<file path="src/design/core_pkg.sv">
// ************************************************************
// Shared widths, instruction encoding and fixed addresses of
// the multicycle core, referenced by scoped name everywhere
// ************************************************************
package core_pkg;

  localparam int unsigned XLEN    = 32;
  localparam int unsigned REG_AW  = 3;
  localparam int unsigned IRQ_IDW = 5;

  // Instruction field layout
  localparam int unsigned OP_W    = 4;
  localparam int unsigned IMM_W   = 16;
  localparam int unsigned OP_LSB  = 28;
  localparam int unsigned RD_LSB  = 25;
  localparam int unsigned RS1_LSB = 22;
  localparam int unsigned RS2_LSB = 19;

  localparam logic [XLEN-1:0]   BOOT_ADDR  = 32'h0000_0100;
  localparam logic [XLEN-1:0]   IRQ_VECTOR = 32'h0000_0800;
  // r6 receives the interrupt ID on entry
  localparam logic [REG_AW-1:0] IRQ_ID_REG = 3'd6;

  typedef enum logic [OP_W-1:0] {
    OP_ADD  = 4'h1,
    OP_SUB  = 4'h2,
    OP_ADDI = 4'h3,
    OP_LW   = 4'h4,
    OP_SW   = 4'h5,
    OP_SB   = 4'h6,
    OP_BNE  = 4'h7,
    OP_MRET = 4'h8,
    OP_HALT = 4'h9
  } op_e;

  typedef struct packed {
    op_e               op;
    logic [REG_AW-1:0] rd;
    logic [REG_AW-1:0] rs1;
    logic [REG_AW-1:0] rs2;
    logic [XLEN-1:0]   imm;
  } decoded_t;

endpackage

</file>
<file path="src/design/mem_req_if.sv">
// ************************************************************
// One data request from the control unit to the load-store
// unit, with a start and done pulse pair
// ************************************************************
interface mem_req_if;

  logic                      start;
  logic                      we;
  logic                      is_byte;
  logic [core_pkg::XLEN-1:0] addr;
  logic [core_pkg::XLEN-1:0] wdata;
  logic                      done;
  logic [core_pkg::XLEN-1:0] rdata;

  modport ctrl (output start, we, is_byte, addr, wdata, input done, rdata);

  modport lsu (input start, we, is_byte, addr, wdata, output done, rdata);

endinterface

</file>
<file path="src/design/core_ctrl.sv">
// ************************************************************
// Instruction sequencer: execute, memory, write-back, branch,
// interrupt entry and MRET for one instruction at a time
// ************************************************************
module core_ctrl (
  input  logic                         clk,
  input  logic                         rst_n_i,
  input  logic                         instr_valid_i,
  input  logic [core_pkg::XLEN-1:0]    pc_i,
  input  core_pkg::decoded_t           dec_i,
  input  logic                         illegal_i,
  output logic                         next_o,
  output logic                         redirect_o,
  output logic [core_pkg::XLEN-1:0]    redirect_pc_o,
  output logic [core_pkg::REG_AW-1:0]  rf_raddr_a_o,
  output logic [core_pkg::REG_AW-1:0]  rf_raddr_b_o,
  input  logic [core_pkg::XLEN-1:0]    rf_rdata_a_i,
  input  logic [core_pkg::XLEN-1:0]    rf_rdata_b_i,
  output logic                         rf_we_o,
  output logic [core_pkg::REG_AW-1:0]  rf_waddr_o,
  output logic [core_pkg::XLEN-1:0]    rf_wdata_o,
  mem_req_if.ctrl                      mem,
  input  logic                         irq_i,
  input  logic [core_pkg::IRQ_IDW-1:0] irq_id_i,
  output logic                         irq_ack_o,
  output logic [core_pkg::IRQ_IDW-1:0] irq_id_o
);

  typedef enum logic [2:0] {S_IDLE, S_WAIT, S_EXEC, S_MEM, S_WB, S_HALT} state_e;

  state_e                    state_q;
  state_e                    state_d;
  core_pkg::decoded_t        dec_q;
  logic [core_pkg::XLEN-1:0] pc_q;
  logic [core_pkg::XLEN-1:0] epc_q;
  logic [core_pkg::XLEN-1:0] ld_q;
  logic [core_pkg::XLEN-1:0] alu_res;
  logic                      ie_q;
  logic                      irq_take;
  logic                      is_alu;
  logic                      is_mem;

  // Interrupts are taken only between instructions
  assign irq_take = (state_q == S_IDLE) && irq_i && ie_q;
  assign next_o   = (state_q == S_WAIT);
  assign is_alu   = dec_q.op inside {core_pkg::OP_ADD, core_pkg::OP_SUB, core_pkg::OP_ADDI};
  assign is_mem   = dec_q.op inside {core_pkg::OP_LW, core_pkg::OP_SW, core_pkg::OP_SB};

  assign rf_raddr_a_o = dec_q.rs1;
  assign rf_raddr_b_o = dec_q.rs2;

  always_comb begin
    case (dec_q.op)
      core_pkg::OP_ADD: alu_res = rf_rdata_a_i + rf_rdata_b_i;
      core_pkg::OP_SUB: alu_res = rf_rdata_a_i - rf_rdata_b_i;
      default:          alu_res = rf_rdata_a_i + dec_q.imm;
    endcase
  end

  always_comb begin
    state_d       = state_q;
    redirect_o    = 1'b0;
    redirect_pc_o = core_pkg::IRQ_VECTOR;
    case (state_q)
      S_IDLE: begin
        if (irq_take) begin
          redirect_o = 1'b1;
        end else begin
          state_d = S_WAIT;
        end
      end
      S_WAIT: if (instr_valid_i) state_d = S_EXEC;
      S_EXEC: begin
        state_d = S_IDLE;
        case (dec_q.op)
          core_pkg::OP_LW, core_pkg::OP_SW, core_pkg::OP_SB: state_d = S_MEM;
          core_pkg::OP_BNE: begin
            redirect_o    = (rf_rdata_a_i != rf_rdata_b_i);
            redirect_pc_o = pc_q + (dec_q.imm << 2);
          end
          core_pkg::OP_MRET: begin
            redirect_o    = 1'b1;
            redirect_pc_o = epc_q;
          end
          core_pkg::OP_HALT: state_d = S_HALT;
          default: state_d = S_IDLE;
        endcase
      end
      S_MEM: begin
        if (mem.done) state_d = (dec_q.op == core_pkg::OP_LW) ? S_WB : S_IDLE;
      end
      S_WB: state_d = S_IDLE;
      default: state_d = state_q;
    endcase
  end

  // Write port shared by ALU results, loads and the interrupt ID
  assign rf_we_o    = irq_take || ((state_q == S_EXEC) && is_alu) || (state_q == S_WB);
  assign rf_waddr_o = irq_take ? core_pkg::IRQ_ID_REG : dec_q.rd;
  assign rf_wdata_o = irq_take ? {{(core_pkg::XLEN - core_pkg::IRQ_IDW){1'b0}}, irq_id_i} :
                      (state_q == S_WB) ? ld_q : alu_res;

  assign mem.start   = (state_q == S_EXEC) && is_mem;
  assign mem.we      = (dec_q.op != core_pkg::OP_LW);
  assign mem.is_byte = (dec_q.op == core_pkg::OP_SB);
  assign mem.addr    = alu_res;
  assign mem.wdata   = rf_rdata_b_i;

  always_ff @(posedge clk or negedge rst_n_i) begin
    if (!rst_n_i) begin
      state_q   <= S_IDLE;
      ie_q      <= 1'b1;
      irq_ack_o <= 1'b0;
      irq_id_o  <= '0;
    end else begin
      state_q   <= state_d;
      irq_ack_o <= irq_take;
      if (irq_take) begin
        ie_q     <= 1'b0;
        irq_id_o <= irq_id_i;
      end else if ((state_q == S_EXEC) && (dec_q.op == core_pkg::OP_MRET)) begin
        ie_q <= 1'b1;
      end
    end
  end

  always_ff @(posedge clk) begin
    if ((state_q == S_WAIT) && instr_valid_i) begin
      dec_q <= dec_i;
      pc_q  <= pc_i;
      // Unknown opcodes stop the core like HALT
      if (illegal_i) dec_q.op <= core_pkg::OP_HALT;
    end
    if (irq_take) epc_q <= pc_i;
    if (mem.done) ld_q <= mem.rdata;
  end

  a_ack_single: assert property (@(posedge clk) disable iff (!rst_n_i)
    irq_ack_o |=> !irq_ack_o);

endmodule

</file>
<file path="src/design/fetch_unit.sv">
// ************************************************************
// Program counter and instruction port handshake; one fetch
// per next request, word passed on with rvalid
// ************************************************************
module fetch_unit (
  input  logic                      clk,
  input  logic                      rst_n_i,
  input  logic                      fetch_enable_i,
  input  logic                      next_i,
  input  logic                      redirect_i,
  input  logic [core_pkg::XLEN-1:0] redirect_pc_i,
  output logic                      instr_req_o,
  output logic [core_pkg::XLEN-1:0] instr_addr_o,
  input  logic                      instr_gnt_i,
  input  logic                      instr_rvalid_i,
  input  logic [core_pkg::XLEN-1:0] instr_rdata_i,
  output logic                      instr_valid_o,
  output logic [core_pkg::XLEN-1:0] instr_o,
  output logic [core_pkg::XLEN-1:0] pc_o
);

  typedef enum logic [1:0] {F_IDLE, F_REQ, F_WAIT} fstate_e;

  fstate_e                   state_q;
  logic [core_pkg::XLEN-1:0] pc_q;

  always_ff @(posedge clk or negedge rst_n_i) begin
    if (!rst_n_i) begin
      state_q <= F_IDLE;
      pc_q    <= core_pkg::BOOT_ADDR;
    end else begin
      case (state_q)
        F_IDLE: if (next_i && fetch_enable_i) state_q <= F_REQ;
        F_REQ:  if (instr_gnt_i) state_q <= F_WAIT;
        F_WAIT: if (instr_rvalid_i) state_q <= F_IDLE;
        default: state_q <= F_IDLE;
      endcase
      // Redirect wins over sequential advance
      if (redirect_i) begin
        pc_q <= redirect_pc_i;
      end else if (instr_valid_o) begin
        pc_q <= pc_q + 32'd4;
      end
    end
  end

  assign instr_req_o   = (state_q == F_REQ);
  assign instr_addr_o  = pc_q;
  assign instr_valid_o = (state_q == F_WAIT) && instr_rvalid_i;
  assign instr_o       = instr_rdata_i;
  assign pc_o          = pc_q;

  // Request and address hold until the memory grants
  a_req_hold: assert property (@(posedge clk) disable iff (!rst_n_i)
    instr_req_o && !instr_gnt_i |=> instr_req_o && $stable(instr_addr_o));

endmodule

</file>
<file path="src/design/instr_decoder.sv">
// ************************************************************
// Combinational split of an instruction word into fields,
// with a flag for opcodes outside the ISA
// ************************************************************
module instr_decoder (
  input  logic [core_pkg::XLEN-1:0] instr_i,
  output core_pkg::decoded_t        dec_o,
  output logic                      illegal_o
);

  logic [core_pkg::OP_W-1:0]  opcode;
  logic [core_pkg::IMM_W-1:0] imm_raw;

  assign opcode  = instr_i[core_pkg::OP_LSB +: core_pkg::OP_W];
  assign imm_raw = instr_i[core_pkg::IMM_W-1:0];

  always_comb begin
    dec_o.op  = core_pkg::op_e'(opcode);
    dec_o.rd  = instr_i[core_pkg::RD_LSB +: core_pkg::REG_AW];
    dec_o.rs1 = instr_i[core_pkg::RS1_LSB +: core_pkg::REG_AW];
    dec_o.rs2 = instr_i[core_pkg::RS2_LSB +: core_pkg::REG_AW];
    // Sign extend the 16-bit immediate
    dec_o.imm = {{(core_pkg::XLEN - core_pkg::IMM_W){imm_raw[core_pkg::IMM_W-1]}}, imm_raw};
  end

  always_comb begin
    case (opcode)
      core_pkg::OP_ADD,
      core_pkg::OP_SUB,
      core_pkg::OP_ADDI,
      core_pkg::OP_LW,
      core_pkg::OP_SW,
      core_pkg::OP_SB,
      core_pkg::OP_BNE,
      core_pkg::OP_MRET,
      core_pkg::OP_HALT: illegal_o = 1'b0;
      default:           illegal_o = 1'b1;
    endcase
  end

endmodule

</file>
<file path="src/design/load_store_unit.sv">
// ************************************************************
// Data port master: latches one request on start, holds it
// until grant and reports done with the response
// ************************************************************
module load_store_unit (
  input  logic                      clk,
  input  logic                      rst_n_i,
  mem_req_if.lsu                    req,
  output logic                      data_req_o,
  output logic                      data_we_o,
  output logic [3:0]                data_be_o,
  output logic [core_pkg::XLEN-1:0] data_addr_o,
  output logic [core_pkg::XLEN-1:0] data_wdata_o,
  input  logic                      data_gnt_i,
  input  logic                      data_rvalid_i,
  input  logic [core_pkg::XLEN-1:0] data_rdata_i
);

  typedef enum logic [1:0] {L_IDLE, L_REQ, L_WAIT} lstate_e;

  lstate_e                   state_q;
  logic                      we_q;
  logic [3:0]                be_q;
  logic [core_pkg::XLEN-1:0] addr_q;
  logic [core_pkg::XLEN-1:0] wdata_q;

  always_ff @(posedge clk or negedge rst_n_i) begin
    if (!rst_n_i) begin
      state_q <= L_IDLE;
    end else begin
      case (state_q)
        L_IDLE: if (req.start) state_q <= L_REQ;
        L_REQ:  if (data_gnt_i) state_q <= L_WAIT;
        L_WAIT: if (data_rvalid_i) state_q <= L_IDLE;
        default: state_q <= L_IDLE;
      endcase
    end
  end

  // Request payload, captured once per access
  always_ff @(posedge clk) begin
    if (req.start) begin
      we_q   <= req.we;
      addr_q <= {req.addr[core_pkg::XLEN-1:2], 2'b00};
      if (req.is_byte) begin
        be_q    <= 4'b0001 << req.addr[1:0];
        wdata_q <= {4{req.wdata[7:0]}};
      end else begin
        be_q    <= 4'b1111;
        wdata_q <= req.wdata;
      end
    end
  end

  assign data_req_o   = (state_q == L_REQ);
  assign data_we_o    = we_q;
  assign data_be_o    = be_q;
  assign data_addr_o  = addr_q;
  assign data_wdata_o = wdata_q;

  assign req.done  = (state_q == L_WAIT) && data_rvalid_i;
  assign req.rdata = data_rdata_i;

  a_no_start_busy: assert property (@(posedge clk) disable iff (!rst_n_i)
    req.start |-> state_q == L_IDLE);

  // A response needs a granted request still open
  a_rvalid_granted: assert property (@(posedge clk) disable iff (!rst_n_i)
    data_rvalid_i |-> state_q == L_WAIT);

endmodule

</file>
<file path="src/design/reg_file.sv">
// ************************************************************
// Eight 32-bit registers, two read ports and one write port;
// r0 is fixed at zero
// ************************************************************
module reg_file (
  input  logic                        clk,
  input  logic                        rst_n_i,
  input  logic [core_pkg::REG_AW-1:0] raddr_a_i,
  input  logic [core_pkg::REG_AW-1:0] raddr_b_i,
  output logic [core_pkg::XLEN-1:0]   rdata_a_o,
  output logic [core_pkg::XLEN-1:0]   rdata_b_o,
  input  logic                        we_i,
  input  logic [core_pkg::REG_AW-1:0] waddr_i,
  input  logic [core_pkg::XLEN-1:0]   wdata_i
);

  logic [core_pkg::XLEN-1:0] regs_q [2**core_pkg::REG_AW];

  always_ff @(posedge clk or negedge rst_n_i) begin
    if (!rst_n_i) begin
      for (int i = 0; i < 2**core_pkg::REG_AW; i++) begin
        regs_q[i] <= '0;
      end
    end else if (we_i && (waddr_i != '0)) begin
      regs_q[waddr_i] <= wdata_i;
    end
  end

  assign rdata_a_o = (raddr_a_i == '0) ? '0 : regs_q[raddr_a_i];
  assign rdata_b_o = (raddr_b_i == '0) ? '0 : regs_q[raddr_b_i];

endmodule

</file>
<file path="src/design/tiny_core.sv">
// ************************************************************
// Top level of the multicycle core; instruction, data and
// interrupt signals leave as plain ports
// ************************************************************
module tiny_core (
  input  logic                         clk,
  input  logic                         rst_n_i,
  input  logic                         fetch_enable_i,
  output logic                         instr_req_o,
  output logic [core_pkg::XLEN-1:0]    instr_addr_o,
  input  logic                         instr_gnt_i,
  input  logic                         instr_rvalid_i,
  input  logic [core_pkg::XLEN-1:0]    instr_rdata_i,
  output logic                         data_req_o,
  output logic                         data_we_o,
  output logic [3:0]                   data_be_o,
  output logic [core_pkg::XLEN-1:0]    data_addr_o,
  output logic [core_pkg::XLEN-1:0]    data_wdata_o,
  input  logic                         data_gnt_i,
  input  logic                         data_rvalid_i,
  input  logic [core_pkg::XLEN-1:0]    data_rdata_i,
  input  logic                         irq_i,
  input  logic [core_pkg::IRQ_IDW-1:0] irq_id_i,
  output logic                         irq_ack_o,
  output logic [core_pkg::IRQ_IDW-1:0] irq_id_o
);

  logic                        next;
  logic                        redirect;
  logic [core_pkg::XLEN-1:0]   redirect_pc;
  logic                        instr_valid;
  logic [core_pkg::XLEN-1:0]   instr;
  logic [core_pkg::XLEN-1:0]   pc;
  core_pkg::decoded_t          dec;
  logic                        illegal;
  logic [core_pkg::REG_AW-1:0] raddr_a;
  logic [core_pkg::REG_AW-1:0] raddr_b;
  logic [core_pkg::XLEN-1:0]   rdata_a;
  logic [core_pkg::XLEN-1:0]   rdata_b;
  logic                        rf_we;
  logic [core_pkg::REG_AW-1:0] rf_waddr;
  logic [core_pkg::XLEN-1:0]   rf_wdata;

  mem_req_if mem_req ();

  fetch_unit fetch_unit_inst (
    .clk(clk), .rst_n_i(rst_n_i), .fetch_enable_i(fetch_enable_i),
    .next_i(next), .redirect_i(redirect), .redirect_pc_i(redirect_pc),
    .instr_req_o(instr_req_o), .instr_addr_o(instr_addr_o), .instr_gnt_i(instr_gnt_i),
    .instr_rvalid_i(instr_rvalid_i), .instr_rdata_i(instr_rdata_i),
    .instr_valid_o(instr_valid), .instr_o(instr), .pc_o(pc)
  );

  instr_decoder instr_decoder_inst (.instr_i(instr), .dec_o(dec), .illegal_o(illegal));

  reg_file reg_file_inst (
    .clk(clk), .rst_n_i(rst_n_i), .raddr_a_i(raddr_a), .raddr_b_i(raddr_b),
    .rdata_a_o(rdata_a), .rdata_b_o(rdata_b),
    .we_i(rf_we), .waddr_i(rf_waddr), .wdata_i(rf_wdata)
  );

  load_store_unit load_store_unit_inst (
    .clk(clk), .rst_n_i(rst_n_i), .req(mem_req.lsu),
    .data_req_o(data_req_o), .data_we_o(data_we_o), .data_be_o(data_be_o),
    .data_addr_o(data_addr_o), .data_wdata_o(data_wdata_o), .data_gnt_i(data_gnt_i),
    .data_rvalid_i(data_rvalid_i), .data_rdata_i(data_rdata_i)
  );

  core_ctrl core_ctrl_inst (
    .clk(clk), .rst_n_i(rst_n_i), .instr_valid_i(instr_valid), .pc_i(pc),
    .dec_i(dec), .illegal_i(illegal), .next_o(next),
    .redirect_o(redirect), .redirect_pc_o(redirect_pc),
    .rf_raddr_a_o(raddr_a), .rf_raddr_b_o(raddr_b),
    .rf_rdata_a_i(rdata_a), .rf_rdata_b_i(rdata_b),
    .rf_we_o(rf_we), .rf_waddr_o(rf_waddr), .rf_wdata_o(rf_wdata),
    .mem(mem_req.ctrl), .irq_i(irq_i), .irq_id_i(irq_id_i),
    .irq_ack_o(irq_ack_o), .irq_id_o(irq_id_o)
  );

endmodule

</file>
<file path="config.mk">
export PLATFORM = sky130hd
export DESIGN_NAME = tiny_core
export DESIGN_NICKNAME = d
export VERILOG_FILES = /design/src/design/core_pkg.sv /design/src/design/mem_req_if.sv /design/src/design/core_ctrl.sv /design/src/design/fetch_unit.sv /design/src/design/instr_decoder.sv /design/src/design/load_store_unit.sv /design/src/design/reg_file.sv /design/src/design/tiny_core.sv
export SDC_FILE = /design/constraint.sdc
export NUM_CORES = 1
export LEC_CHECK = 0
export BUFFER_PORTS_ARGS = -buffer_cell sky130_fd_sc_hd__buf_2
export CORE_UTILIZATION = 63
export CTS_BUF_LIST = sky130_fd_sc_hd__clkbuf_8
export DETAILED_ROUTE_END_ITERATION = 7
export GPL_TIMING_DRIVEN = 0
export PLACE_DENSITY = 0.83
export SYNTH_ARGS = -nofsm -noshare
export SYNTH_HDL_FRONTEND = slang
export SYNTH_SLANG_ARGS = --single-unit
</file>
<file path="constraint.sdc">
create_clock -name clk -period 6.1 [get_ports clk]
set_input_delay 0.915 -clock clk [delete_from_list [all_inputs] [get_ports clk]]
set_output_delay 0.915 -clock clk [all_outputs]
set_load 0.005 [all_outputs]
</file>
Word-level counts from Yosys, hierarchy flattened

Memory sizes are Yosys's and may differ from the RTL's.
Index checks and enable logic that the tools add are counted.

Register bits: 494
Memory bits (read-only): 16
Input bits: 77
Output and inout bits: 109
Logic and storage cells: 136
Memories kept: 1

Add/sub/neg operators: 5
$lt $le $gt $ge: 4
Eq/ne operators: 28
Shift operators: 1
Multiplexer cells: 39
Bitwise gates (word level): 3
Reductions and logical operators: 28

Memories:

| name            | depth | width | read ports | clocked after Yosys merged registers in | write ports | RTL line            | source |
|---|---|---|---|---|---|---|---|
| (no name shown) | 16    | 1     | 1          | 0                                       | 0           | instr_decoder.sv:27 | `case (opcode)` |

Operators by type and width:

| operator                                                 | count |
|---|---|
| two-way mux 32 bit                                       | 13 |
| bitwise mux 256 bit                                      | 1 |
| binary-select mux 32 bit (select 3 bit)                  | 2 |
| one-hot mux 32 bit (2 select lines)                      | 2 |
| adder 32 bit                                             | 3 |
| demux 32 bit (select 3 bit)                              | 1 |
| adder 32 x 3 -> 32 bit, second input constant            | 1 |
| inequality test 32 bit                                   | 1 |
| subtractor 32 bit                                        | 1 |
| equality test 4 x 3 -> 1 bit, second input constant      | 4 |
| two-way mux 3 bit                                        | 5 |
| one-hot mux 3 bit (5 select lines)                       | 1 |
| greater-or-equal comparator 4 bit, second input constant | 3 |
| two-way mux 2 bit                                        | 6 |
| inequality test 2 x 1 -> 1 bit, second input constant    | 6 |
| NOT 3 -> 4 bit                                           | 3 |
| one-hot mux 2 bit (3 select lines)                       | 2 |
| logical AND 1 bit                                        | 11 |
| zero test 3 bit                                          | 3 |
| nonzero test 3 bit                                       | 3 |
| equality test 4 x 2 -> 1 bit, second input constant      | 2 |
| equality test 4 bit, second input constant               | 2 |
| equality test 3 x 2 -> 1 bit, second input constant      | 2 |
| inequality test 2 bit, second input constant             | 3 |
| other kinds (18)                                         | 27 |

Longest topological paths before layout

Word-level depth: 10
Depth in mapped cells: 22
Gate-level depth less buffers: 17

Hierarchy

Synthesis repeated with hierarchy kept, for this count alone.

Cells, all modules: 2641
Area, all modules: 29613.4 µm²

By module, submodules not included:

| module          | instances | cells an instance | area an instance (µm²) | sequential area each (µm²) |
|---|---|---|---|---|
| reg_file        | 1         | 876               | 12324.3                | 5605.4 |
| core_ctrl       | 1         | 1280              | 11826.3                | 4485.6 |
| load_store_unit | 1         | 177               | 2791.4                 | 2062.0 |
| fetch_unit      | 1         | 260               | 2317.2                 | 852.1 |
| instr_decoder   | 1         | 48                | 354.1                  | 0.0 |

Least setup slack after synthesis

Ideal clock, no wire load.

Path type: register to register
From: register core_ctrl_inst.dec_q (netlist bit core_ctrl_inst.rf_raddr_b_o[0])
To: register reg_file_inst.regs_q[124] (netlist bit)
Library setup time: 0.125 ns
Arrival time: 5.003 ns
Data required time: 5.975 ns
Path slack: 0.973 ns
Stages on the path, launching flop included: 20
Buffers on the path: 4
Period minus slack after synthesis: 5.127 ns
Cells stage by stage: edfxtp_1 -> buf_2 -> buf_2 -> buf_1 -> clkbuf_1 -> mux4_2 -> o21ai_0 -> o21ai_0 -> ha_1 -> a21o_1 -> a21o_1 -> a21o_1 -> a21o_1 -> a21oi_1 -> o221ai_1 -> a31oi_1 -> o31ai_1 -> xor2_1 -> o221a_2 -> mux2_2

Longest elaborated chain between the ends: 10
Elaborated cells between the ends (all ways): 12
Classes of those cells: 2 x add/sub; 8 x mux; 1 x bitwise; 1 x reduce/logical

Ends and longest elaborated chain:

| item                                                  | RTL line                         | source |
|---|---|---|
| start: declaration                                    | core_ctrl.sv:33                  | `core_pkg::decoded_t dec_q;` |
| start signal: assignment                              | core_ctrl.sv:129                 | `dec_q <= dec_i;` |
| NOT 3 -> 4 bit (not written as such)                  | reg_file.sv:30                   | `assign rdata_b_o = (raddr_b_i == '0) ? '0 : regs_q[raddr_b_i];` |
| binary-select mux 32 bit (select 3 bit)               | reg_file.sv:30                   |  |
| two-way mux 32 bit (not written as such) (2 in a row) | reg_file.sv:30                   |  |
| two-way mux 32 bit (*)                                | reg_file.sv:30                   |  |
| subtractor 32 bit or adder 32 bit (tied branches)     | core_ctrl.sv:55, core_ctrl.sv:54 |  |
| one-hot mux 32 bit (2 select lines) (*)               | core_ctrl.sv:53                  | `case (dec_q.op)` |
| two-way mux 32 bit (*)                                | core_ctrl.sv:101                 | `(state_q == S_WB) ? ld_q : alu_res;` |
| two-way mux 32 bit (*)                                | core_ctrl.sv:100                 | `assign rf_wdata_o = irq_take ? {{(core_pkg::XLEN - core_pkg::IRQ_IDW){1'b0}}, irq_id_i} :` |
| bitwise mux 256 bit (*)                               | reg_file.sv:25                   | `regs_q[waddr_i] <= wdata_i;` |
| end signal: indexed assignment                        | reg_file.sv:25                   |  |
| end: declaration                                      | reg_file.sv:17                   | `logic [core_pkg::XLEN-1:0] regs_q [2**core_pkg::REG_AW];` |

Every way passes the cells marked *; elsewhere a longest branch is shown, timed or not. The select of a mux whose other input is x is not followed.
A chain may end at the register's enable or synchronous reset.

Worst setup path in the final report

From: register core_ctrl_inst.dec_q (netlist bit core_ctrl_inst.rf_raddr_b_o[1])
To: register reg_file_inst.regs_q[221] (netlist bit)

Same word-level chain as after synthesis.

==> metrics.txt <==
hpwl dp 77.2 mm; Die Y 212 um; fraction of layout cells with a size suffix above 1 22.2%; LEAKAGE 13.5 nW; synthesized instance count 2632; Initial Util 64.1%; vias in the first global route 24300; crit path max fanout 10; Fmax achieved 163 MHz; drt pass-1 iters 8; Clk pin slew, worst setup/hold paths 60 ps; Worst Path Arrival 6760 ps; Setup Skew 52.1 ps; placed cells 3404; core area 0.0432 sq mm; DP Area 0.0295 sq mm; DRC violations left 0; CP delay by family, top compound AO/OA/AOI/OAI gates; Root Driver clkbuf_8; Worst Path Required 6730 ps; crit path buf inv count 5; Final Non-Filler Cells 3551; EDFF count, synth 192; synthesized cell area 0.0277 sq mm; crit start category flop; Vias 24800; WL final 106 mm; post-route cell area 0.0312 sq mm; period utilisation layout 100%; Vias/cell 6.99; cell chain of the critical path buf_6 -> buf_6 -> clkbuf_4 -> buf_2 -> clkbuf_4 -> mux4_2 -> o21ai_1 -> o21ai_0 -> ha_1 -> nand2_1 -> nor2_1 -> nand3_1 -> or3_1 -> o21ba_1 -> xnor2_1 -> a21oi_1 -> a211oi_2 -> mux2_2; Final Setup Violations 5; Hold-fix buffers, CTS 0; Final WS setup -22.1 ps; full die area 0.0447 sq mm; total CTS buffers 77; ys async rst share 58.7%; Slew @ Worst Pin 1510 ps; Power per Cell Area 194 mW/mm^2; GPL Wtd Cong 1.04; Top FF cell, synth dfrtp_1; synth warn 0; # port buffers 180; io pins 186; wire per inst 29.7 um; htree depth 3; Tot GR Track Use 47.2%; overall power 0.00607 W; failing checks capacitance limit, slew limit, setup timing; Die Width 212 um; Clock Path Buffers 3; final max-slew violation count 9; CTS tree done; Largest stage delay, worst path 710 ps; layout net count 3059; Max-slew headroom -1.68%; synth-to-layout area growth 12.8%; WS Path Type reg2reg; Detail Route Antenna Nets 0; row cnt 76; synthesized flop and latch total 465; total of fill cells in the finished design 3141; number of library cell types mapped by synthesis 111; Worst setup EP type flop; CTS sink count 465; register area share after synthesis 45.5%; Peak VDD IR 0.209 mV; worst hold-check path type in2async; gr ovfl total 0; Starting DRT DRC Count 3539; Hold Violations, Final 0; CP max-delay cell o21ai_1; clock latency on the worst-skew pair 740 ps; initial antenna violation count 3; status finished, violations left; first-pass GRT wire length 152 mm; fin crit period 6120 ps; max cap viols 1; Synth Area per Inst 10.5 sq um; pin count of the biggest net entering global routing 134
[layout by cell type (no fill, tap or decap), types with 79 or more instances in the layout]
master    count
clkbuf_1     94
nor2_1      149
mux2_2      162
buf_2       200
o21ai_0     205
edfxtp_1    192
clkbuf_8     83
inv_1        90
dfrtp_1     271
nand2_1     310
a21oi_1     151
ha_1         79
[timing repair]
item | CTS | global route
resized for setup | 74 | 40
buffers inserted | 2 | 2
endpoints found under the setup margin | 284 | 163
pin swaps | 1 | 1
[per-layer routing]
metal | vias up | share of wire (%) | global-route usage, %
li1 | 10400 | - | -
met1 | 12000 | 36 | 58.7
met2 | 1919 | 43 | 69.9
met3 | 503 | 13 | 15.7
met4 | 4 | 7.5 | 32.1
met5 | - | 0.031 | 0
[power by group]
part           switching [W]  internal [W]
clock                0.00135       0.00134
sequential         0.0000149       0.00326
combinational      0.0000618     0.0000376
[worst register-to-register path: cells and delay by family, from the launching register on]
family	cells	cell delay, ps
flip-flops	1	430
multiplexers	2	630
AO/OA/AOI/OAI	5	2000
XOR/XNOR	1	410
AND/OR/NAND/NOR	4	690
buffers and inverters	5	1370
adder cells (fa/ha/maj)	1	520
[metrics by stage]
step	worst slack, ps	hold slack, ps	util (%)	TNS [ps]
3_3_place_gp	-2040	434	67.9	-576470
6_report	-22.1	35.1	72.3	-48.1
4_1_cts	0.523	18.4	71.9	0
2_1_floorplan	973	423	-	0
5_1_grt	-0.292	34.9	72.3	-0.292
3_5_place_dp	-2110	446	68.3	-334990
[path summary, 6_finish.rpt]
kind,from,endpoint,slack (ps),cells past startpoint
max in group asynchronous,rst_n_i,reg_file_inst.regs_q[212]$_DFFE_PN0P_,4470,3
setup reg to reg,core_ctrl_inst.rf_raddr_b_o[1]$_DFFE_PP_,reg_file_inst.regs_q[221]$_DFFE_PN0P_,-20,18
min in group clk,instr_rdata_i[10],core_ctrl_inst.dec_q[10]$_DFFE_PP_,350,1
hold / removal,rst_n_i,fetch_unit_inst.instr_addr_o[6]$_DFFE_PN0P_,40,1
setup / recovery,core_ctrl_inst.rf_raddr_b_o[1]$_DFFE_PP_,reg_file_inst.regs_q[221]$_DFFE_PN0P_,-20,18
hold reg to reg,reg_file_inst.regs_q[249]$_DFFE_PN0P_,reg_file_inst.regs_q[249]$_DFFE_PN0P_,460,1
[state kept, by name (all words and copies together), names as in the netlist]
register and flops:
load_store_unit_inst.data_addr_o 30, core_ctrl_inst.dec_q 23, load_store_unit_inst.data_we_o 1, core_ctrl_inst.pc_q 32
core_ctrl_inst.epc_q 32, core_ctrl_inst.irq_id_o 5, fetch_unit_inst.instr_addr_o 32, core_ctrl_inst.rf_raddr_b_o 3
core_ctrl_inst.ld_q 32, core_ctrl_inst.irq_ack_o 1, load_store_unit_inst.data_be_o 4, core_ctrl_inst.rf_raddr_a_o 3
reg_file_inst.regs_q 227, fetch_unit_inst.state_q 2, load_store_unit_inst.state_q 2, core_ctrl_inst.ie_q 1
core_ctrl_inst.state_q 3, load_store_unit_inst.data_wdata_o 32
[synth_stat cells (25+ instances only)]
library cell	n	area share [%]
a22oi_1	31	0.84
nor2_1	152	2.1
mux2i_1	39	1.4
xnor2_1	64	2.0
mux4_2	53	4.3
nand3_1	43	0.78
a221o_1	28	1.0
a21oi_1	153	2.8
ha_1	79	3.6
dfrtp_1	271	25
edfxtp_1	192	21
mux2_2	162	6.6
inv_1	53	0.72
xor2_1	36	1.1
nand2_1	310	4.2
o21ai_0	232	4.2
nor3_1	29	0.52
clkbuf_1	111	1.5
a31oi_1	43	0.97
a21o_1	53	1.4
and2_1	27	0.61
nor2b_1	25	0.57
[cell type report]
cell class                      instances  area [sq um]  share of cell area, %
Multi-Input combinational cell       1954         14400                   46.1
Sequential cell                       465         12600                   40.4
Clock buffer                           83          1140                   3.66
Timing Repair Buffer                  191          1100                   3.51
Tap cell                              585           732                   2.35
Buffer                                154           714                   2.29
Clock inverter                         56           308                  0.986
Inverter                               59           228                  0.730
Antenna cell                            4          10.0                 0.0321
[kinds of logic (layout without fill, tap and decap cells)]
group           after synthesis  count (layout)  share of synthesized area (%)
flops                       465             465                           45.5
buf+inv                     214             543                           3.18
simple gates                701             701                           11.6
fa+ha+maj                    88              88                           3.94
other cells                   1               6                         0.0136
xor+xnor                    102             102                           3.28
compound gates              787             787                           19.0
mux                         274             274                           13.5
Power figures use the tool's default switching activity.
